`src/design/tracker_defines.svh`:
```
`ifndef TRACKER_DEFINES_SVH
`define TRACKER_DEFINES_SVH

// ===========================================================================
// frame geometry
// ===========================================================================

// pixels per line
`define FRAME_W 64
// lines per frame
`define FRAME_H 48

// ===========================================================================
// tile grid
// ===========================================================================

`define TILE_W 8
`define TILE_H 8

// tiles across and down the frame
`define TILES_H 8
`define TILES_V 6

// largest possible tile sum with every pixel at grade 3
`define TILE_MAX_SUM (`TILE_W * `TILE_H * 3)

// ===========================================================================
// grading and detection
// ===========================================================================

// top bit of the two-bit slice of the blue excess
`define GRADE_MSB 7

// best tile sum needed to report a target as found
`define MIN_SUM 16

`endif

```
`src/design/tracker_pkg.sv`:
```
`include "tracker_defines.svh"

package tracker_pkg;

  // packed video pixel, red in the top byte
  typedef struct packed {
    logic [7:0] red;
    logic [7:0] green;
    logic [7:0] blue;
  } rgb_t;

  // blueness grade of one pixel
  typedef logic [1:0] grade_t;

  // pixel position inside the frame
  typedef logic [$clog2(`FRAME_W)-1:0] hPos_t;
  typedef logic [$clog2(`FRAME_H)-1:0] vPos_t;

  // tile indices on the fixed grid
  typedef logic [$clog2(`TILES_H)-1:0] tileCol_t;
  typedef logic [$clog2(`TILES_V)-1:0] tileRow_t;

  // grade sum of one tile, up to 192
  typedef logic [7:0] tileSum_t;

endpackage

```
`src/design/blobTracker.sv`:
```
`include "tracker_defines.svh"

module blobTracker (
  input  logic                  i_clk,
  input  logic                  i_rst_n,
  input  tracker_pkg::rgb_t     i_rgb,
  input  logic                  i_pixelVal,
  output tracker_pkg::tileCol_t o_pointH,
  output tracker_pkg::tileRow_t o_pointV,
  output logic                  o_found,
  output logic                  o_valid
);

  tracker_pkg::grade_t   grade;
  logic                  gradeVal;
  tracker_pkg::tileCol_t tileCol;
  tracker_pkg::tileRow_t tileRow;
  logic                  rowDone;
  logic                  frameDone;
  tracker_pkg::tileSum_t tileSums [`TILES_H];
  tracker_pkg::tileCol_t bestCol;
  tracker_pkg::tileRow_t bestRow;
  tracker_pkg::tileSum_t bestSum;
  logic                  selClear;

  // ===========================================================================
  // pixel front end
  // ===========================================================================

  pixelGrader uGrader (
    .i_clk      (i_clk),
    .i_rst_n    (i_rst_n),
    .i_rgb      (i_rgb),
    .i_pixelVal (i_pixelVal),
    .o_grade    (grade),
    .o_gradeVal (gradeVal)
  );

  rasterCounter uCounter (
    .i_clk       (i_clk),
    .i_rst_n     (i_rst_n),
    .i_gradeVal  (gradeVal),
    .o_tileCol   (tileCol),
    .o_tileRow   (tileRow),
    .o_rowDone   (rowDone),
    .o_frameDone (frameDone)
  );

  // one accumulator per tile column of the current tile row
  for (genvar k = 0; k < `TILES_H; k++) begin : gAcc
    tileAccumulator uAcc (
      .i_clk     (i_clk),
      .i_rst_n   (i_rst_n),
      .i_grade   (grade),
      .i_add     (gradeVal && (tileCol == tracker_pkg::tileCol_t'(k))),
      .i_restart (rowDone),
      .o_sum     (tileSums[k])
    );
  end

  // ===========================================================================
  // peak search and report
  // ===========================================================================

  peakSelector uSelector (
    .i_clk     (i_clk),
    .i_rst_n   (i_rst_n),
    .i_sums    (tileSums),
    .i_rowDone (rowDone),
    .i_tileRow (tileRow),
    .i_clear   (selClear),
    .o_bestCol (bestCol),
    .o_bestRow (bestRow),
    .o_bestSum (bestSum)
  );

  trackerFsm uFsm (
    .i_clk       (i_clk),
    .i_rst_n     (i_rst_n),
    .i_frameDone (frameDone),
    .i_bestCol   (bestCol),
    .i_bestRow   (bestRow),
    .i_bestSum   (bestSum),
    .o_selClear  (selClear),
    .o_pointH    (o_pointH),
    .o_pointV    (o_pointV),
    .o_found     (o_found),
    .o_valid     (o_valid)
  );

endmodule

```
`src/design/peakSelector.sv`:
```
`include "tracker_defines.svh"

module peakSelector (
  input  logic                  i_clk,
  input  logic                  i_rst_n,
  input  tracker_pkg::tileSum_t i_sums [`TILES_H],
  input  logic                  i_rowDone,
  input  tracker_pkg::tileRow_t i_tileRow,
  input  logic                  i_clear,
  output tracker_pkg::tileCol_t o_bestCol,
  output tracker_pkg::tileRow_t o_bestRow,
  output tracker_pkg::tileSum_t o_bestSum
);

  tracker_pkg::tileCol_t bestColQ;
  tracker_pkg::tileRow_t bestRowQ;
  tracker_pkg::tileSum_t bestSumQ;
  tracker_pkg::tileCol_t candCol;
  tracker_pkg::tileSum_t candSum;
  logic                  candHit;

  // ===========================================================================
  // scan of the finished row
  // ===========================================================================

  // strict compare keeps ties with the lower column
  always_comb begin
    candCol = bestColQ;
    candSum = bestSumQ;
    candHit = 1'b0;
    for (int k = 0; k < `TILES_H; k++) begin
      if (i_sums[k] > candSum) begin
        candCol = tracker_pkg::tileCol_t'(k);
        candSum = i_sums[k];
        candHit = 1'b1;
      end
    end
  end

  // ===========================================================================
  // running frame maximum
  // ===========================================================================

  always_ff @(posedge i_clk or negedge i_rst_n) begin
    if (!i_rst_n) begin
      bestColQ <= '0;
      bestRowQ <= '0;
      bestSumQ <= '0;
    end else if (i_clear) begin
      bestSumQ <= '0;
    end else if (i_rowDone && candHit) begin
      // earlier rows win ties and the stored row is the finished one
      bestColQ <= candCol;
      bestRowQ <= i_tileRow;
      bestSumQ <= candSum;
    end
  end

  assign o_bestCol = bestColQ;
  assign o_bestRow = bestRowQ;
  assign o_bestSum = bestSumQ;

endmodule

```
`src/design/pixelGrader.sv`:
```
`include "tracker_defines.svh"

module pixelGrader (
  input  logic                i_clk,
  input  logic                i_rst_n,
  input  tracker_pkg::rgb_t   i_rgb,
  input  logic                i_pixelVal,
  output tracker_pkg::grade_t o_grade,
  output logic                o_gradeVal
);

  logic [7:0]          excessBR;
  logic [7:0]          excessBG;
  logic [7:0]          excessMin;
  tracker_pkg::grade_t gradeQ;
  logic                gradeValQ;

  // blue excess over each other channel, floored at zero
  assign excessBR = (i_rgb.blue > i_rgb.red) ? i_rgb.blue - i_rgb.red : 8'd0;
  assign excessBG = (i_rgb.blue > i_rgb.green) ? i_rgb.blue - i_rgb.green : 8'd0;

  // a pixel is only as blue as its weaker margin
  assign excessMin = (excessBR < excessBG) ? excessBR : excessBG;

  // grade register holds between pixels
  always_ff @(posedge i_clk or negedge i_rst_n) begin
    if (!i_rst_n) begin
      gradeQ <= '0;
    end else if (i_pixelVal) begin
      gradeQ <= excessMin[`GRADE_MSB:`GRADE_MSB-1];
    end
  end

  always_ff @(posedge i_clk or negedge i_rst_n) begin
    if (!i_rst_n) begin
      gradeValQ <= 1'b0;
    end else begin
      gradeValQ <= i_pixelVal;
    end
  end

  assign o_grade    = gradeQ;
  assign o_gradeVal = gradeValQ;

endmodule

```
`src/design/rasterCounter.sv`:
```
`include "tracker_defines.svh"

module rasterCounter (
  input  logic                  i_clk,
  input  logic                  i_rst_n,
  input  logic                  i_gradeVal,
  output tracker_pkg::tileCol_t o_tileCol,
  output tracker_pkg::tileRow_t o_tileRow,
  output logic                  o_rowDone,
  output logic                  o_frameDone
);

  tracker_pkg::hPos_t    hPos;
  tracker_pkg::vPos_t    vPos;
  tracker_pkg::tileRow_t tileRowQ;
  logic                  lastPixelOfLine;
  logic                  lastLineOfTileRow;
  logic                  lastLineOfFrame;
  logic                  rowDoneQ;
  logic                  frameDoneQ;

  assign lastPixelOfLine   = (hPos == tracker_pkg::hPos_t'(`FRAME_W - 1));
  assign lastLineOfTileRow = ((vPos % `TILE_H) == (`TILE_H - 1));
  assign lastLineOfFrame   = (vPos == tracker_pkg::vPos_t'(`FRAME_H - 1));

  // position of the pixel whose grade is presented now
  always_ff @(posedge i_clk or negedge i_rst_n) begin
    if (!i_rst_n) begin
      hPos <= '0;
      vPos <= '0;
    end else if (i_gradeVal) begin
      if (lastPixelOfLine) begin
        hPos <= '0;
        vPos <= lastLineOfFrame ? '0 : vPos + 1'b1;
      end else begin
        hPos <= hPos + 1'b1;
      end
    end
  end

  // end-of-row and end-of-frame pulses one cycle after the last grade
  always_ff @(posedge i_clk or negedge i_rst_n) begin
    if (!i_rst_n) begin
      rowDoneQ   <= 1'b0;
      frameDoneQ <= 1'b0;
    end else begin
      rowDoneQ   <= i_gradeVal && lastPixelOfLine && lastLineOfTileRow;
      frameDoneQ <= i_gradeVal && lastPixelOfLine && lastLineOfFrame;
    end
  end

  // tile row advances only after rowDone, so the selector
  // still sees the finished row during the pulse
  always_ff @(posedge i_clk or negedge i_rst_n) begin
    if (!i_rst_n) begin
      tileRowQ <= '0;
    end else if (rowDoneQ) begin
      tileRowQ <= frameDoneQ ? '0 : tileRowQ + 1'b1;
    end
  end

  assign o_tileCol   = tracker_pkg::tileCol_t'(hPos / `TILE_W);
  assign o_tileRow   = tileRowQ;
  assign o_rowDone   = rowDoneQ;
  assign o_frameDone = frameDoneQ;

  // frame end always closes a tile row too
  assert property (@(posedge i_clk) disable iff (!i_rst_n) frameDoneQ |-> rowDoneQ)
    else $error("frameDone without rowDone");

  assert property (@(posedge i_clk) disable iff (!i_rst_n) rowDoneQ |=> !rowDoneQ)
    else $error("rowDone longer than one cycle");

endmodule

```
`src/design/tileAccumulator.sv`:
```
`include "tracker_defines.svh"

module tileAccumulator (
  input  logic                  i_clk,
  input  logic                  i_rst_n,
  input  tracker_pkg::grade_t   i_grade,
  input  logic                  i_add,
  input  logic                  i_restart,
  output tracker_pkg::tileSum_t o_sum
);

  tracker_pkg::tileSum_t sumQ;

  // restart may coincide with the first pixel of the next row
  always_ff @(posedge i_clk or negedge i_rst_n) begin
    if (!i_rst_n) begin
      sumQ <= '0;
    end else if (i_restart) begin
      sumQ <= i_add ? tracker_pkg::tileSum_t'(i_grade) : '0;
    end else if (i_add) begin
      sumQ <= sumQ + tracker_pkg::tileSum_t'(i_grade);
    end
  end

  assign o_sum = sumQ;

  // restart cadence from the counter keeps one tile inside the sum range
  assert property (@(posedge i_clk) disable iff (!i_rst_n)
    (i_add && !i_restart) |-> ((sumQ + i_grade) <= `TILE_MAX_SUM))
    else $error("tile sum exceeds %0d", `TILE_MAX_SUM);

endmodule

```
`src/design/trackerFsm.sv`:
```
`include "tracker_defines.svh"

module trackerFsm (
  input  logic                  i_clk,
  input  logic                  i_rst_n,
  input  logic                  i_frameDone,
  input  tracker_pkg::tileCol_t i_bestCol,
  input  tracker_pkg::tileRow_t i_bestRow,
  input  tracker_pkg::tileSum_t i_bestSum,
  output logic                  o_selClear,
  output tracker_pkg::tileCol_t o_pointH,
  output tracker_pkg::tileRow_t o_pointV,
  output logic                  o_found,
  output logic                  o_valid
);

  typedef enum logic [1:0] {
    ST_RESET,
    ST_SCAN,
    ST_REPORT
  } state_t;

  state_t                state;
  state_t                stateNext;
  logic                  bestFound;
  tracker_pkg::tileCol_t pointHQ;
  tracker_pkg::tileRow_t pointVQ;
  logic                  foundQ;
  logic                  validQ;

  assign bestFound = (i_bestSum >= `MIN_SUM);

  always_comb begin
    stateNext = state;
    case (state)
      ST_RESET:  stateNext = ST_SCAN;
      ST_SCAN:   stateNext = i_frameDone ? ST_REPORT : ST_SCAN;
      ST_REPORT: stateNext = ST_SCAN;
      default:   stateNext = ST_RESET;
    endcase
  end

  always_ff @(posedge i_clk or negedge i_rst_n) begin
    if (!i_rst_n) begin
      state <= ST_RESET;
    end else begin
      state <= stateNext;
    end
  end

  // selector restarts after reset and after every report
  assign o_selClear = (state == ST_RESET) || (state == ST_REPORT);

  // point moves only when a target was found and holds otherwise
  always_ff @(posedge i_clk or negedge i_rst_n) begin
    if (!i_rst_n) begin
      pointHQ <= '0;
      pointVQ <= '0;
      foundQ  <= 1'b0;
      validQ  <= 1'b0;
    end else begin
      validQ <= (state == ST_REPORT);
      if (state == ST_REPORT) begin
        foundQ <= bestFound;
        if (bestFound) begin
          pointHQ <= i_bestCol;
          pointVQ <= i_bestRow;
        end
      end
    end
  end

  assign o_pointH = pointHQ;
  assign o_pointV = pointVQ;
  assign o_found  = foundQ;
  assign o_valid  = validQ;

  assert property (@(posedge i_clk) disable iff (!i_rst_n) validQ |=> !validQ)
    else $error("o_valid high on two cycles in a row");

endmodule

```
`config.mk`:
```
export PLATFORM = sky130hd
export DESIGN_NAME = blobTracker
export DESIGN_NICKNAME = d
export VERILOG_FILES = /design/src/design/tracker_pkg.sv /design/src/design/blobTracker.sv /design/src/design/peakSelector.sv /design/src/design/pixelGrader.sv /design/src/design/rasterCounter.sv /design/src/design/tileAccumulator.sv /design/src/design/trackerFsm.sv
export VERILOG_INCLUDE_DIRS = /design/src /design/src/design
export SDC_FILE = /design/constraint.sdc
export NUM_CORES = 1
export LEC_CHECK = 0
export BUFFER_PORTS_ARGS = -buffer_cell sky130_fd_sc_hd__buf_2
export CAP_MARGIN = 20
export CORE_MARGIN = 2
export CORE_UTILIZATION = 45
export DETAILED_ROUTE_END_ITERATION = 12
export GPL_ROUTABILITY_DRIVEN = 0
export GPL_TIMING_DRIVEN = 1
export HOLD_SLACK_MARGIN = 0.15
export PLACE_DENSITY = 0.64
export SLEW_MARGIN = 20
export SYNTH_ARGS = -nofsm -noshare
export SYNTH_HDL_FRONTEND = slang
export SYNTH_SLANG_ARGS = --single-unit
```
`constraint.sdc`:
```
create_clock -name i_clk -period 13.4 [get_ports i_clk]
set_input_delay 0.67 -clock i_clk [delete_from_list [all_inputs] [get_ports i_clk]]
set_output_delay 0.67 -clock i_clk [all_outputs]
set_load 0.05 [all_outputs]
```
# [After elaboration in Yosys (flattened, before gate mapping)]
# Index checks and enable logic that the tools add are counted.
[word_totals] in_bits=27 ff_bits=108
[classes] n_addsub=13 n_reduce_logical=30 n_lt_le_gt_ge=12 n_bitwise=1 eq_ne=12 muxes=58
[op_table] cell="$mux W8" n=29
[op_table] cell="$gt A8 B8 Y1" n=10
[op_table] cell="$add A8 B2 Y8" n=8
[op_table] cell="$mux W3" n=9
[op_table] cell="$mux W2" n=9
[op_table] cell="$reduce_bool A2 Y1" n=9
[op_table] cell="$sub A8 B8 Y8" n=2
[op_table] cell="$eq A3 B3 Y1 const B" n=5
[op_table] cell="$add A6 B1 Y6 const B" n=2
[op_table] cell="$eq A6 B6 Y1 const B" n=2
[op_table] cell="$logic_and A1 B1 Y1" n=12
[op_table] cell="$mux W6" n=2
[op_table] cell="$ge A8 B5 Y1 const B" n=1
[op_table] cell="$lt A8 B8 Y1" n=1
[op_table] cell="$mux W1" n=8
[op_table] cell="$reduce_bool A8 Y1" n=1
[op_table] cell="$eq A3 B2 Y1 const B" n=2
[op_table] cell="$reduce_and A2 Y1" n=3
[op_table] cell="$pmux W2 S2" n=1
[op_table] cell="$add A3 B1 Y3 const B" n=1
[op_table] cell="$eq A3 B1 Y1 const B" n=1
[op_table] cell="$logic_not A3 Y1" n=1
[op_table] cell="$reduce_and A3 Y1" n=1
[op_table] cell="$eq A2 B1 Y1 const B" n=1
[op_table] cell="other kinds (5)" n=5

# [Depth between registers and ports, before layout]
# Gate-level depths: netlist of run 1.
[depth] word_depth=19 depth_mapped=86

# [By module]
# Synthesis of run 1 repeated with hierarchy kept, for this count alone.
[hier_totals] cells_unflattened=1083 area_unflattened_um2=9475.3
[modules_own_cells] mod="tileAccumulator" cells_per_inst=47 instances=8 area_each_um2=462.9
[modules_own_cells] mod="peakSelector" cells_per_inst=448 instances=1 area_each_um2=3392.0
[modules_own_cells] mod="pixelGrader" cells_per_inst=147 instances=1 area_each_um2=1068.5
[modules_own_cells] mod="rasterCounter" cells_per_inst=79 instances=1 area_each_um2=827.0
[modules_own_cells] mod="trackerFsm" cells_per_inst=25 instances=1 area_each_um2=387.9
[modules_own_cells] mod="blobTracker" cells_per_inst=8 instances=1 area_each_um2=96.3

# [Least setup slack after synthesis of run 1]
# OpenSTA, ideal clock, no wires.
[synth_path] path_type="reg2reg" from="register uSelector.bestSumQ[5] (netlist: uSelector.o_bestSum[5])" to="register uSelector.bestSumQ[6] (netlist: uSelector.o_bestSum[6])" setup_time_ns=0.139 path_stages_with_launch=82 path_slack_ns=-1.480 required_ns=13.261 t_arrival_ns=14.741 path_cell_list="dfrtp_1 > inv_1 > ha_1 > a211o_1 > o211ai_2 > nand2b_1 > o22ai_1 > nor2_1 > a21oi_1 > ha_1 > nor2b_1 > nor4_1 > o21ai_2 > o21ai_0 > and3b_4 > nor2_4 > buf_1 > nor2_1 > [... 46 more ...] > o21ai_0 > clkbuf_1 > mux2i_1 > ha_1 > a21o_1 > a21o_1 > a21oi_1 > o21ai_0 > o21a_1 > clkbuf_1 > inv_1 > nand2_1 > nor3_1 > a31oi_1 > buf_4 > buf_2 > nand4_1 > o221ai_1"
[synth_between] elab_chain_len=18
[synth_lines] item="start: declaration" line="peakSelector.sv:17" text="tracker_pkg::tileSum_t bestSumQ;"
[synth_lines] item="start signal: assignment" line="peakSelector.sv:55" text="bestSumQ <= candSum;"
[synth_lines] item="$gt A8 B8 Y1" line="peakSelector.sv:32" text="if (i_sums[k] > candSum) begin"
[synth_lines] item="$mux W8" line="peakSelector.sv:32"
[synth_lines] item="$gt A8 B8 Y1" line="peakSelector.sv:32"
[synth_lines] item="$mux W8" line="peakSelector.sv:32"
[synth_lines] item="$gt A8 B8 Y1" line="peakSelector.sv:32"
[synth_lines] item="$mux W8" line="peakSelector.sv:32"
[synth_lines] item="$gt A8 B8 Y1" line="peakSelector.sv:32"
[synth_lines] item="$mux W8" line="peakSelector.sv:32"
[synth_lines] item="[... 2 more ...]"
[synth_lines] item="$gt A8 B8 Y1" line="peakSelector.sv:32"
[synth_lines] item="$mux W8" line="peakSelector.sv:32"
[synth_lines] item="$gt A8 B8 Y1" line="peakSelector.sv:32"
[synth_lines] item="$mux W8" line="peakSelector.sv:32"
[synth_lines] item="$gt A8 B8 Y1" line="peakSelector.sv:32"
[synth_lines] item="$mux W8 or $mux W1 (tied branches)" line="peakSelector.sv:32"
[synth_lines] item="$mux W8 or $logic_and A1 B1 Y1 (tied branches)" line="peakSelector.sv:51" text="end else if (i_rowDone && candHit) begin"
[synth_lines] item="$mux W8 or $reduce_bool A2 Y1 (tied branches)"
# Parallel ways exist; a longest one is shown, timed or not. The select of a mux whose other input is x is not followed.
# A chain may end at the register's enable or synchronous reset.

# [Final worst setup path of run 1]
[layout_path] from="register uSelector.bestSumQ[1] (netlist: uSelector.o_bestSum[1])" to="register uSelector.bestSumQ[0] (netlist: uSelector.o_bestSum[0])"
# The elaborated chain is that of the path after synthesis.

==> run summary, run 1 <==
For this run, the leading register cell type out of synthesis is sky130_fd_sc_hd__dfrtp_1. The core region is 0.0189 mm². Entering global routing, the biggest net connects 71 pins. In this run the mean area of a mapped cell was 9.01 µm². The final critical path time including I/O delays and setup is 13.60 ns.

Type of the worst setup path: reg -> reg. Worst hold path class: in -> async. Remaining number of nets flagged by the antenna check after routing: 0. The top-level I/O count is 35.

In the post-synthesis netlist, the biggest area contributors are sky130_fd_sc_hd__dfrtp_1 31%, sky130_fd_sc_hd__ha_1 15%, sky130_fd_sc_hd__nor2_1 4.5%. For the max-slew violation total from the final report, the log shows 0. The logs give 0 for the total number of yosys warnings and 0 for the count of unresolved DRC violations after routing. The total standard cell area after synthesis is 0.00875 mm², and the CTS sink count is 108.

The routed design has 23500 µm of wire. The global-route track usage on met1 came out at 0.293. Deepest level of the CTS H-tree: 3. The count of inserted antenna diode cells was 0; the share of the clock period used by the worst path after layout was 1.01. Synthesis produced a netlist with a net count of 1110. The buffer type at the clock tree root is sky130_fd_sc_hd__clkbuf_16. The tools report the total of max-cap violations as 0. Proportion of synthesized flip-flops having asynchronous set or reset: 1.00.

For the worst setup path, the data arrival time is 13.85 ns. The die height was 143 µm. Grouping stages by cell kind, the critical path spends the most delay in compound AO/OA/AOI/OAI gates. Row generation in the floorplan step produced 50 rows. Counting stages on the worst path, the most repeated cell is sky130_fd_sc_hd__a21oi_2. For the pin with the worst max-slew slack, the measured transition is 0.925 ns. The first global-routing pass estimated 37000 µm of wire.

STA puts the critical path data required time at 13.66 ns. The fraction of layout instances using a drive strength above 1 works out to 0.335. The final reports fail on negative setup slack. The peak-usage layer in the global routing report was met2. The total number of vias is 7721, and the clock insertion delay at the later pin of the skew report is 0.36 ns. For this design, the CTS-stage hold fixing added 0 buffers.

For the worst slew margin relative to its limit, the log shows 0.383. Sequential element share of the synthesized area: 0.309. The number of buffer and inverter stages on the critical path is 11.

The final setup slack of the worst path was -0.197 ns. After detailed routing, the average wire length per cell comes to 16.5 µm. TritonCTS built the clock tree.

The count of buffers added on input and output ports is 34. The overall fraction of global-route tracks in use was 0.224; the die span in x was 143 µm. The highest clock frequency the design can meet was 0.0735 GHz. The setup violation total in the final timing report is 14. From synthesis to final layout, the design area changed by 34.0%. The worst setup path is launched from a flip-flop. The slowest stage of the critical path is the sky130_fd_sc_hd__dfrtp_1 cell. Setup repair after global routing could not meet its margin everywhere. In the routed layout, each cell is associated on average with a via count of 5.42. Of all nets on the critical path, the largest fanout is 8. Summed over all nets, the half-perimeter wirelength after detailed placement is 16000 µm.

The met3 capacity usage during global routing is 0.0263. Setup skew after layout: 0.0123 ns. The logs give 70 for the distinct cell type count after synthesis and 6 for the detailed-routing iteration count for the pre-antenna-repair pass.

After clock tree synthesis, the clock-pin slew on the worst setup and hold paths is 0.08 ns. The synthesized netlist cell count came out at 971. Counting along the longest clock path gives a buffer depth of 2.

The worst stage delay on the critical path works out to 0.35 ns. STA classifies the critical path endpoint as a flip-flop. The tools report the via count of the first global-routing pass as 7535. Counting flops with a built-in enable in the synthesized netlist gives 0. After synthesis the netlist holds a flip-flop and latch count of 108.

The tools report the initial antenna violation count as 0. The initial DRC count came out at 338. Final-report hold violation count: 0. The die covers 0.0206 mm². The tools report the global routing met2 resource utilization as 0.388. For this run, the post-layout net count is 1298. The area share of the largest cell type after synthesis works out to 0.309. The run gives 0 as the final global-route overflow total. Counting the buffers created by CTS gives 9. For the final hold slack, the log shows 0.379 ns.

The flow ran to the end, but the final reports show violations. The run gives 0.463 as the effective utilization at floorplan. The library cell occupying the most area in the post-synthesis netlist was sky130_fd_sc_hd__dfrtp_1.
[state kept, by name, indices dropped and copies added (netlist names)]
name,count
gAcc.uAcc.o_sum,64
uCounter.o_rowDone,1
uGrader.o_grade,2
uCounter.o_tileRow,3
uCounter.o_frameDone,1
uFsm.o_pointH,3
uSelector.o_bestRow,3
uCounter.hPos,6
uFsm.o_found,1
uGrader.o_gradeVal,1
uFsm.state,2
uCounter.vPos,6
uFsm.o_pointV,3
uFsm.o_valid,1
uSelector.o_bestSum,8
uSelector.o_bestCol,3
[final timing paths]
| kind | from | end | slack (ns) | depth (start not counted) |
|---|---|---|---|---|
| min | i_rst_n | uFsm.o_found | 0.38 | 1 |
| max in group asynchronous | i_rst_n | uCounter.o_rowDone | 11.86 | 2 |
| max reg2reg | uSelector.o_bestSum[1] | uSelector.o_bestSum[0] | -0.20 | 79 |
| min in group i_clk | i_pixelVal | uGrader.o_gradeVal | 0.46 | 1 |
| min reg2reg | uFsm.o_found | uFsm.o_found | 0.48 | 1 |
| max | uSelector.o_bestSum[1] | uSelector.o_bestSum[0] | -0.20 | 79 |
[stage by stage]
stage | worst slack (ns) | instances | instance area, µm² | util | setup TNS [ns]
after global placement | -0.193 | 1347 | 10100 | 0.535 | -1.70
after floorplan | 0.0123 | 971 | 8920 | - | 0
after CTS | 0.0146 | 1395 | 11000 | 0.580 | 0
after detailed placement | -0.417 | 1347 | 10100 | 0.535 | -4.86
after global routing | -0.912 | 1424 | 11700 | 0.621 | -12.33
final | -0.197 | 1424 | 11700 | 0.621 | -2.03
[worst register-to-register path, delay by kind of cell, from the launching register on]
| kind | cells | cell delay (ns) |
|---|---|---|
| flops | 1 | 0.35 |
| fa+ha+maj | 8 | 2.08 |
| mux | 8 | 2.20 |
| buf+inv | 11 | 1.27 |
| compound gates | 33 | 4.93 |
| simple gates | 19 | 2.66 |
[cells in the mapped netlist, types with 6 or more instances]
master,n
sky130_fd_sc_hd__o21ai_0,37
sky130_fd_sc_hd__xnor2_1,35
sky130_fd_sc_hd__nand2_1,57
sky130_fd_sc_hd__fa_1,10
sky130_fd_sc_hd__and4_1,6
sky130_fd_sc_hd__dfrtp_1,108
sky130_fd_sc_hd__inv_1,97
sky130_fd_sc_hd__ha_1,102
sky130_fd_sc_hd__xor2_1,32
sky130_fd_sc_hd__a21oi_1,56
sky130_fd_sc_hd__a21o_1,21
sky130_fd_sc_hd__o21a_1,7
sky130_fd_sc_hd__nand4_1,25
sky130_fd_sc_hd__nor2b_1,13
sky130_fd_sc_hd__mux2i_1,37
sky130_fd_sc_hd__o221ai_1,7
sky130_fd_sc_hd__nand3_1,36
sky130_fd_sc_hd__clkbuf_1,19
sky130_fd_sc_hd__o22ai_1,17
sky130_fd_sc_hd__and3_1,14
sky130_fd_sc_hd__nor2_1,105
sky130_fd_sc_hd__nand2b_1,10
sky130_fd_sc_hd__mux2_2,27
[per-layer routing]
| layer | part of all wire | vias to the layer above |
|---|---|---|
| met5 | 0 | - |
| met4 | 0.028 | 0 |
| met3 | 0.030 | 47 |
| met2 | 0.49 | 146 |
| met1 | 0.45 | 3731 |
| li1 | - | 3797 |
[what timing repair did]
| item | in CTS | in global routing |
|---|---|---|
| resized for setup | 60 | 102 |
| gates cloned | 2 | 0 |
| pin swaps | 27 | 61 |
| hold endpoints to repair | 0 | 0 |
| setup buffers | 30 | 30 |
| setup endpoints to repair | 14 | 14 |
[area by class of cell]
type / count / area [µm²]
Fill cell: 1555 / 7170
Multi-Input combinational cell: 739 / 6460
Sequential cell: 108 / 2700
Timing Repair Buffer: 204 / 1560
Inverter: 97 / 372
Tap cell: 260 / 325
Clock buffer: 9 / 225
Clock inverter: 7 / 77.6
[cell usage in the layout (no fill, tap or decap), types with 6 or more instances in the layout]
cell type / synthesis / routed
sky130_fd_sc_hd__buf_4: 1 / 152
sky130_fd_sc_hd__dfrtp_1: 108 / 107
sky130_fd_sc_hd__nor2_1: 105 / 99
sky130_fd_sc_hd__inv_1: 97 / 87
sky130_fd_sc_hd__ha_1: 102 / 79
sky130_fd_sc_hd__nand2_1: 57 / 53
sky130_fd_sc_hd__a21oi_1: 56 / 37
sky130_fd_sc_hd__xnor2_1: 35 / 35
sky130_fd_sc_hd__nand3_1: 36 / 34
sky130_fd_sc_hd__buf_2: 4 / 33
sky130_fd_sc_hd__xor2_1: 32 / 32
sky130_fd_sc_hd__nand4_1: 25 / 25
sky130_fd_sc_hd__ha_4: 0 / 22
sky130_fd_sc_hd__a21o_1: 21 / 20
sky130_fd_sc_hd__mux2i_1: 37 / 20
sky130_fd_sc_hd__o21ai_0: 37 / 19
sky130_fd_sc_hd__a21oi_2: 1 / 17
sky130_fd_sc_hd__mux2_2: 27 / 17
sky130_fd_sc_hd__o22ai_1: 17 / 16
sky130_fd_sc_hd__buf_6: 2 / 15
sky130_fd_sc_hd__mux2_4: 3 / 14
sky130_fd_sc_hd__and3_1: 14 / 14
sky130_fd_sc_hd__o21ai_2: 2 / 12
sky130_fd_sc_hd__mux2i_4: 0 / 11
sky130_fd_sc_hd__o21ai_1: 4 / 11
sky130_fd_sc_hd__nand2b_1: 10 / 10
sky130_fd_sc_hd__fa_1: 10 / 10
sky130_fd_sc_hd__nor2b_1: 13 / 9
sky130_fd_sc_hd__clkbuf_16: 0 / 9
sky130_fd_sc_hd__inv_2: 0 / 7
sky130_fd_sc_hd__o21a_1: 7 / 7
sky130_fd_sc_hd__mux2i_2: 0 / 6
sky130_fd_sc_hd__o221ai_2: 2 / 6
[kinds of logic after synthesis]
kind of cell,count (synthesis),synth area share
AO/OA/AOI/OAI,195,0.150
XOR/XNOR,67,0.0671
adder cells (fa/ha/maj),112,0.169
buffers and inverters,125,0.0564
flip-flops,108,0.309
multiplexers,68,0.0835
AND/OR/NAND/NOR,296,0.165
Power of run 1 is left out: the tool's default activity adds up to more than one toggle a clock period on the data nets, which glitch-free logic cannot reach.
==> inputs of run 2 (changes only) <==
--- a/config.mk
+++ b/config.mk
@@ -9,12 +9,12 @@
 export BUFFER_PORTS_ARGS = -buffer_cell sky130_fd_sc_hd__buf_2
 export CAP_MARGIN = 20
 export CORE_MARGIN = 2
-export CORE_UTILIZATION = 45
+export CORE_UTILIZATION = 42
 export DETAILED_ROUTE_END_ITERATION = 12
 export GPL_ROUTABILITY_DRIVEN = 0
 export GPL_TIMING_DRIVEN = 1
 export HOLD_SLACK_MARGIN = 0.15
-export PLACE_DENSITY = 0.64
+export PLACE_DENSITY = 0.6
 export SLEW_MARGIN = 20
 export SYNTH_ARGS = -nofsm -noshare
 export SYNTH_HDL_FRONTEND = slang
==> run 2 against run 1 <==
  * The run still ends with negative setup slack left
  * Non-clock buffer count down 4
  * Hold slack better by 0.013 ns
  * Sequential share of layout area up 0.074 points
  * Die area up 6.9%
  * Worst setup slack worse by 0.0043 ns
  * Final area down 0.32%
  * Maximum frequency about the same
  * First-iteration DRC count up 12%
  * Count of clock-buffer cells in the layout unchanged
  * Final cell count up 0.42%
  * Wire length down 2.7%
  * Flip-flop and latch count unchanged
  * Largest cell class unchanged
==> run summary, run 2 (synthesis gave the netlist of run 1 again) <==
The final-report hold violation count was 0 (unchanged). The transition time at the pin with the least slew margin was 0.895 ns (was 0.925 ns); the initial DRC count was 379 (was 338). Worst-path cell with the longest stage delay: sky130_fd_sc_hd__dfrtp_1 (unchanged). The tools report the via count of the first global-routing pass as 7454 (was 7535). Buffer type at the clock tree root: sky130_fd_sc_hd__clkbuf_16 (unchanged).

Clock insertion delay at the later pin of the skew report: 0.37 ns (was 0.36 ns). The tools report the clock buffer count from CTS as 9 (unchanged). Commonest non-fill, non-tap cells in the layout: 149 x sky130_fd_sc_hd__buf_4, 107 x sky130_fd_sc_hd__dfrtp_1, 102 x sky130_fd_sc_hd__nor2_1 (was 152 x sky130_fd_sc_hd__buf_4, 107 x sky130_fd_sc_hd__dfrtp_1, 99 x sky130_fd_sc_hd__nor2_1). The total length of routed wires was 22800 µm (was 23500 µm); the die span in x was 148 µm (was 143 µm). The final critical path time including I/O delays and setup came out at 13.60 ns (about the same). Setup skew after layout: 0.0150 ns (was 0.0123 ns). The endpoint of the lowest-slack register-to-register path was uSelector.o_bestRow[2] (was uSelector.o_bestSum[0]). The deepest level of the CTS H-tree came out at 3 (unchanged). The initial antenna violation count was 0 (unchanged). For the maximum buffer depth of the clock tree, the log shows 2 (unchanged). The worst stage delay on the critical path came out at 0.40 ns (was 0.35 ns).

The run gives 0.206 (was 0.224) as the overall fraction of global-route tracks in use. The setup violation total in the final timing report is 14 (unchanged), and the effective utilization at floorplan is 0.430 (was 0.463). The run gives 35 (unchanged) as the top-level I/O count.

Family with the most delay on the worst path: compound AO/OA/AOI/OAI gates (unchanged). The largest net degree at the start of global routing came out at 71 (unchanged). The number of placement rows was 52 (was 50); the share of the clock period used by the worst path after layout was 1.02 (was 1.01).

CTS sink count: 108 (unchanged). The run gives 0 (unchanged) as the final global-route overflow total. The layout overhead on the synthesized area was 33.6% (was 34.0%); the die height was 148 µm (was 143 µm). Max-slew violation total from the final report: 0 (unchanged).

The flow ran to the end, but the final reports show violations. Launch point of the critical path: uSelector.o_bestSum[5] (was uSelector.o_bestSum[1]). The run gives 0.0220 mm² (was 0.0206 mm²) as the overall die area.

The tools report the start of the worst register-to-register path as uSelector.o_bestSum[5] (was uSelector.o_bestSum[1]). The hold buffer count at cts is 0 (unchanged), and the number of nets in the final layout is 1294 (was 1298). For the count of unresolved DRC violations after routing, the log shows 0 (unchanged).

The count of buffers inserted at the top-level ports works out to 34 (unchanged). TritonCTS built the clock tree. The final setup slack of the worst path was -0.201 ns (was -0.197 ns); the arrival time of the worst setup path was 13.86 ns (was 13.85 ns).

Average wire length per cell after detail routing: 16.0 µm (was 16.5 µm). The logs give 0 (unchanged) for the count of inserted antenna diode cells and 16300 µm (was 16000 µm) for the half-perimeter wire length of the detailed placement result. The total number of vias came out at 7631 (was 7721). The clock input transition at the sequential cells of the worst setup and hold paths came out at 0.08 ns (about the same). The wire length of the first global-routing pass is 36600 µm (was 37000 µm). The run gives 0 (unchanged) as the remaining number of nets flagged by the antenna check after routing. The number of vias per cell after detailed routing was 5.34 (was 5.42); the worst path required time was 13.66 ns (about the same).

The worst hold path class was in -> async (unchanged). Area inside the core boundary: 0.0204 mm² (was 0.0189 mm²). The highest clock frequency the design can meet came out at 0.0735 GHz (about the same). Setup slack of the most critical reg-to-reg path: -0.20 ns (about the same). The maximum fanout count along the critical path works out to 6 (was 8). The most common library cell in the layout ignoring fill and taps was sky130_fd_sc_hd__buf_4 (unchanged). Fraction of layout instances using a drive strength above 1: 0.330 (was 0.335).

The total of max-cap violations was 0 (unchanged). The type of the worst setup path is reg -> reg (unchanged). For the detailed-routing iteration count for the pre-antenna-repair pass, the log shows 5 (was 6). The tools report the sort of element at the end of the critical path as a flip-flop (unchanged). Worst slew margin relative to its limit: 0.404 (was 0.383).

The number of flip-flops in the largest register was 64 (unchanged). The final hold slack was 0.392 ns (was 0.379 ns). The count of cells along the worst register-to-register path was 80 (was 79).

Violations in the final reports: negative setup slack (unchanged). Setup repair after global routing could not meet its margin everywhere. The number of buffer and inverter stages on the critical path was 11 (unchanged). Startpoint type of the worst setup path: a flip-flop (unchanged).
==> run 2: cell count changes in the layout (fill, tap and decap cells not counted), moves of 3 or more <==
cell / before / now
sky130_fd_sc_hd__buf_4: 152 / 149
sky130_fd_sc_hd__buf_6: 15 / 12
sky130_fd_sc_hd__inv_1: 87 / 84
sky130_fd_sc_hd__inv_2: 7 / 10
sky130_fd_sc_hd__mux2_2: 17 / 14
sky130_fd_sc_hd__mux2_4: 14 / 17
sky130_fd_sc_hd__nor2_1: 99 / 102
sky130_fd_sc_hd__o21ai_0: 19 / 22
==> run 2: how the worst max path moves through the flow <==
stage	endpoint	slack [ns]	cells after the start
after floorplan	uSelector.o_bestSum[6]	0.01	80
after global placement	uSelector.o_bestRow[1]	-0.40	76
after detailed placement	uSelector.o_bestRow[0]	-0.72	76
after CTS	uSelector.o_bestRow[1]	-0.03	78
after global routing	uSelector.o_bestSum[4]	-0.92	82
final	uSelector.o_bestRow[2]	-0.20	80
==> run 2: layout make-up <==
cell class	count	area, µm²
Fill cell	1702	8680
Multi-Input combinational cell	739	6420
Clock inverter	7	83.8
Tap cell	270	338
Inverter	97	372
Sequential cell	108	2700
Clock buffer	9	225
Timing Repair Buffer	200	1550
==> run 2: per-stage QoR <==
stage,setup slack [ns],util,setup TNS (ns),cells,instance area (µm²)
after detailed placement,-0.720,0.503,-8.92,1371,10200
after global placement,-0.399,0.503,-4.66,1371,10200
after global routing,-0.925,0.574,-12.61,1430,11700
after floorplan,0.0123,-,0,971,8920
after CTS,-0.0261,0.550,-0.0953,1415,11200
final,-0.201,0.574,-2.37,1430,11700
==> run 2: per-layer routing <==
layer / share of wire / wire length [µm] / global-route usage / vias to the layer above
met5: 0 / 0 / 0 / -
met4: 0.015 / 334 / 0.0486 / 0
met3: 0.028 / 645 / 0.0255 / 24
met2: 0.49 / 11100 / 0.356 / 127
met1: 0.47 / 10700 / 0.275 / 3688
li1: - / - / - / 3792
==> run 2: repair_timing <==
| action | 4_1_cts | 5_1_grt |
|---|---|---|
| gates cloned | 2 | 1 |
| resized for setup | 84 | 67 |
| buffers inserted | 26 | 15 |
| pin swaps | 43 | 65 |
| hold endpoints to repair | 0 | 0 |
| setup endpoints to repair | 14 | 14 |
Power of run 2 is left out for the same reason.
==> inputs of run 3 (changes only) <==
--- a/config.mk
+++ b/config.mk
@@ -6,7 +6,7 @@
 export SDC_FILE = /design/constraint.sdc
 export NUM_CORES = 1
 export LEC_CHECK = 0
-export BUFFER_PORTS_ARGS = -buffer_cell sky130_fd_sc_hd__buf_2
+export BUFFER_PORTS_ARGS = -buffer_cell sky130_fd_sc_hd__clkbuf_2
 export CAP_MARGIN = 20
 export CORE_MARGIN = 2
 export CORE_UTILIZATION = 42
@@ -19,3 +19,4 @@
 export SYNTH_ARGS = -nofsm -noshare
 export SYNTH_HDL_FRONTEND = slang
 export SYNTH_SLANG_ARGS = --single-unit
+export TNS_END_PERCENT = 20
==> run 3 against run 2 <==
  * The run still ends with negative setup slack left
  * Core utilization down 0.36 points
  * Final area down 0.63%
  * Final cell count down 0.28%
  * Largest cell class unchanged
  * Hold slack worse by 0.18 ns
  * Critical endpoint is now uSelector.o_bestRow[1]
==> run summary, run 3 (synthesis gave the netlist of run 1 again) <==
The flow ran to the end, but the final reports show violations. Violations in the final reports: negative setup slack (unchanged). The logs give 0.206 (about the same) for the overall fraction of global-route tracks in use and 353 (was 379) for the initial DRC count. Initial antenna violation count: 0 (unchanged). The die span in x is 148 µm (unchanged), and the number of placement rows is 52 (unchanged). For the max-slew violation total from the final report, the log shows 0 (unchanged). The clock input transition at the sequential cells of the worst setup and hold paths was 0.08 ns (about the same). The total of max-cap violations is 0 (unchanged), and the effective utilization at floorplan is 0.430 (unchanged). The type of the worst setup path was reg -> reg (unchanged). The worst path required time is 13.66 ns (about the same), and the average wire length per cell after detail routing is 16.0 µm (about the same).

The tools report the clock buffer count from CTS as 9 (unchanged). For the cell count after placement, the log shows 1357 (was 1371). The most repeated library cell on the critical path is sky130_fd_sc_hd__a21oi_2. The remaining number of nets flagged by the antenna check after routing was 0 (unchanged).

The worst hold path class is in -> async (unchanged). The transition time at the pin with the least slew margin works out to 0.896 ns (was 0.895 ns). The family with the most delay on the worst path is compound AO/OA/AOI/OAI gates (unchanged).

The largest net degree at the start of global routing was 81 (was 71); the maximum fanout count along the critical path was 8 (was 6). The final-report hold violation count is 0 (unchanged), and the fraction of layout instances using a drive strength above 1 is 0.325 (was 0.330). Startpoint type of the worst setup path: a flip-flop (unchanged). The detailed-routing iteration count for the pre-antenna-repair pass was 4 (was 5). For the count of inserted antenna diode cells, the log shows 0 (unchanged).

The highest clock frequency the design can meet is 0.0730 GHz (was 0.0735 GHz). Buffer type at the clock tree root: sky130_fd_sc_hd__clkbuf_16 (unchanged). Commonest non-fill, non-tap cells in the layout: 145 x sky130_fd_sc_hd__buf_4, 107 x sky130_fd_sc_hd__dfrtp_1, 100 x sky130_fd_sc_hd__nor2_1 (was 149 x sky130_fd_sc_hd__buf_4, 107 x sky130_fd_sc_hd__dfrtp_1, 102 x sky130_fd_sc_hd__nor2_1).

The setup violation total in the final timing report was 14 (unchanged); the maximum buffer depth of the clock tree was 2 (unchanged). The number of nets in the final layout is 1290 (was 1294). TritonCTS built the clock tree. The most common library cell in the layout ignoring fill and taps is sky130_fd_sc_hd__buf_4 (unchanged). The run gives -0.298 ns (was -0.201 ns) as the final setup slack of the worst path. The worst-path cell with the longest stage delay is sky130_fd_sc_hd__dfrtp_1 (unchanged).

The deepest level of the CTS H-tree was 3 (unchanged); the clock insertion delay at the later pin of the skew report was 0.37 ns (about the same). The tools report the number of non-filler instances in the completed layout as 1426 (was 1430). The run gives 108 (unchanged) as the CTS sink count. Worst slew margin relative to its limit: 0.403 (was 0.404). Setup repair after global routing could not meet its margin everywhere. Number of vias per cell after detailed routing: 5.34 (about the same).

The number of buffer and inverter stages on the critical path was 11 (unchanged). The via count of the first global-routing pass was 7556 (was 7454); the setup skew after layout was 0.00842 ns (was 0.0150 ns). The total number of vias was 7615 (was 7631); the worst stage delay on the critical path was 0.39 ns (was 0.40 ns). The run gives 0.0204 mm² (unchanged) as the area inside the core boundary. The final global-route overflow total was 0 (unchanged). The final critical path time including I/O delays and setup is 13.70 ns (was 13.60 ns), and the layout overhead on the synthesized area is 32.7% (was 33.6%). The run gives 0.0220 mm² (unchanged) as the overall die area.

For the total length of routed wires, the log shows 22800 µm (about the same). The wire length of the first global-routing pass was 36800 µm (was 36600 µm). The hold buffer count at cts was 0 (unchanged). The run gives 0 (unchanged) as the count of unresolved DRC violations after routing. For the half-perimeter wire length of the detailed placement result, the log shows 15900 µm (was 16300 µm). The top-level I/O count is 35 (unchanged). The die height is 148 µm (unchanged). The tools report the sort of element at the end of the critical path as a flip-flop (unchanged). The count of buffers inserted at the top-level ports was 34 (unchanged); the number of flip-flops in the largest register was 64 (unchanged).

For the arrival time of the worst setup path, the log shows 13.96 ns (was 13.86 ns). Share of the clock period used by the worst path after layout: 1.02 (about the same).
## run 3: cell types whose count changed in the layout (fill, tap and decap cells not counted), sizes merged
cell | before | now
clkinvlp | 0 | 1
inv | 101 | 100
clkbuf | 10 | 42
mux2 | 31 | 32
buf | 199 | 162
## run 3: area by class of cell
type / count / area, µm²
clock buffer: 9 / 225
clock inverter: 7 / 80.1
fill: 1734 / 8750
inverter: 97 / 372
multi-input combinational: 740 / 6430
sequential: 108 / 2700
tap: 270 / 338
timing repair buffer: 195 / 1460
## run 3: repair_timing
| action | CTS | global route |
|---|---|---|
| setup endpoints to repair | 14 | 14 |
| setup buffers | 27 | 25 |
| gates cloned | 3 | 0 |
| pin swaps | 46 | 63 |
| hold endpoints to repair | 0 | 0 |
| resized for setup | 73 | 77 |
## run 3: final timing paths
check / start / endpoint / slack [ns] / cells past startpoint
max in group asynchronous: i_rst_n / uCounter.o_rowDone / 12.12 / 2
max: uSelector.o_bestSum[1] / uSelector.o_bestRow[1] / -0.30 / 79
min in group i_clk: i_pixelVal / uGrader.o_gradeVal / 0.48 / 1
min: i_rst_n / gAcc[0].uAcc.o_sum[4] / 0.21 / 1
min reg2reg: uFsm.o_found / uFsm.o_found / 0.48 / 1
max reg2reg: uSelector.o_bestSum[1] / uSelector.o_bestRow[1] / -0.30 / 79
## run 3: metal layers
layer  GRT usage  routed length [µm]  up-vias  share of wire
met5           0                   0        -              0
met4      0.0452                 337        0          0.015
met3      0.0310                 586       24          0.026
met2       0.352               11200      116           0.49
met1       0.276               10700     3692           0.47
li1            -                   -     3783              -
## run 3: metrics by stage
step | util | TNS (ns) | worst slack (ns) | hold slack (ns) | cell area, µm²
2_1_floorplan | - | 0 | 0.0123 | 0.374 | 8920
3_3_place_gp | 0.497 | -2.80 | -0.271 | 0.459 | 10100
3_5_place_dp | 0.497 | -6.77 | -0.581 | 0.466 | 10100
4_1_cts | 0.541 | -0.249 | -0.0558 | 0.222 | 11000
5_1_grt | 0.570 | -12.10 | -0.912 | 0.238 | 11600
6_report | 0.570 | -3.43 | -0.298 | 0.213 | 11600
Power of run 3 is left out for the same reason.
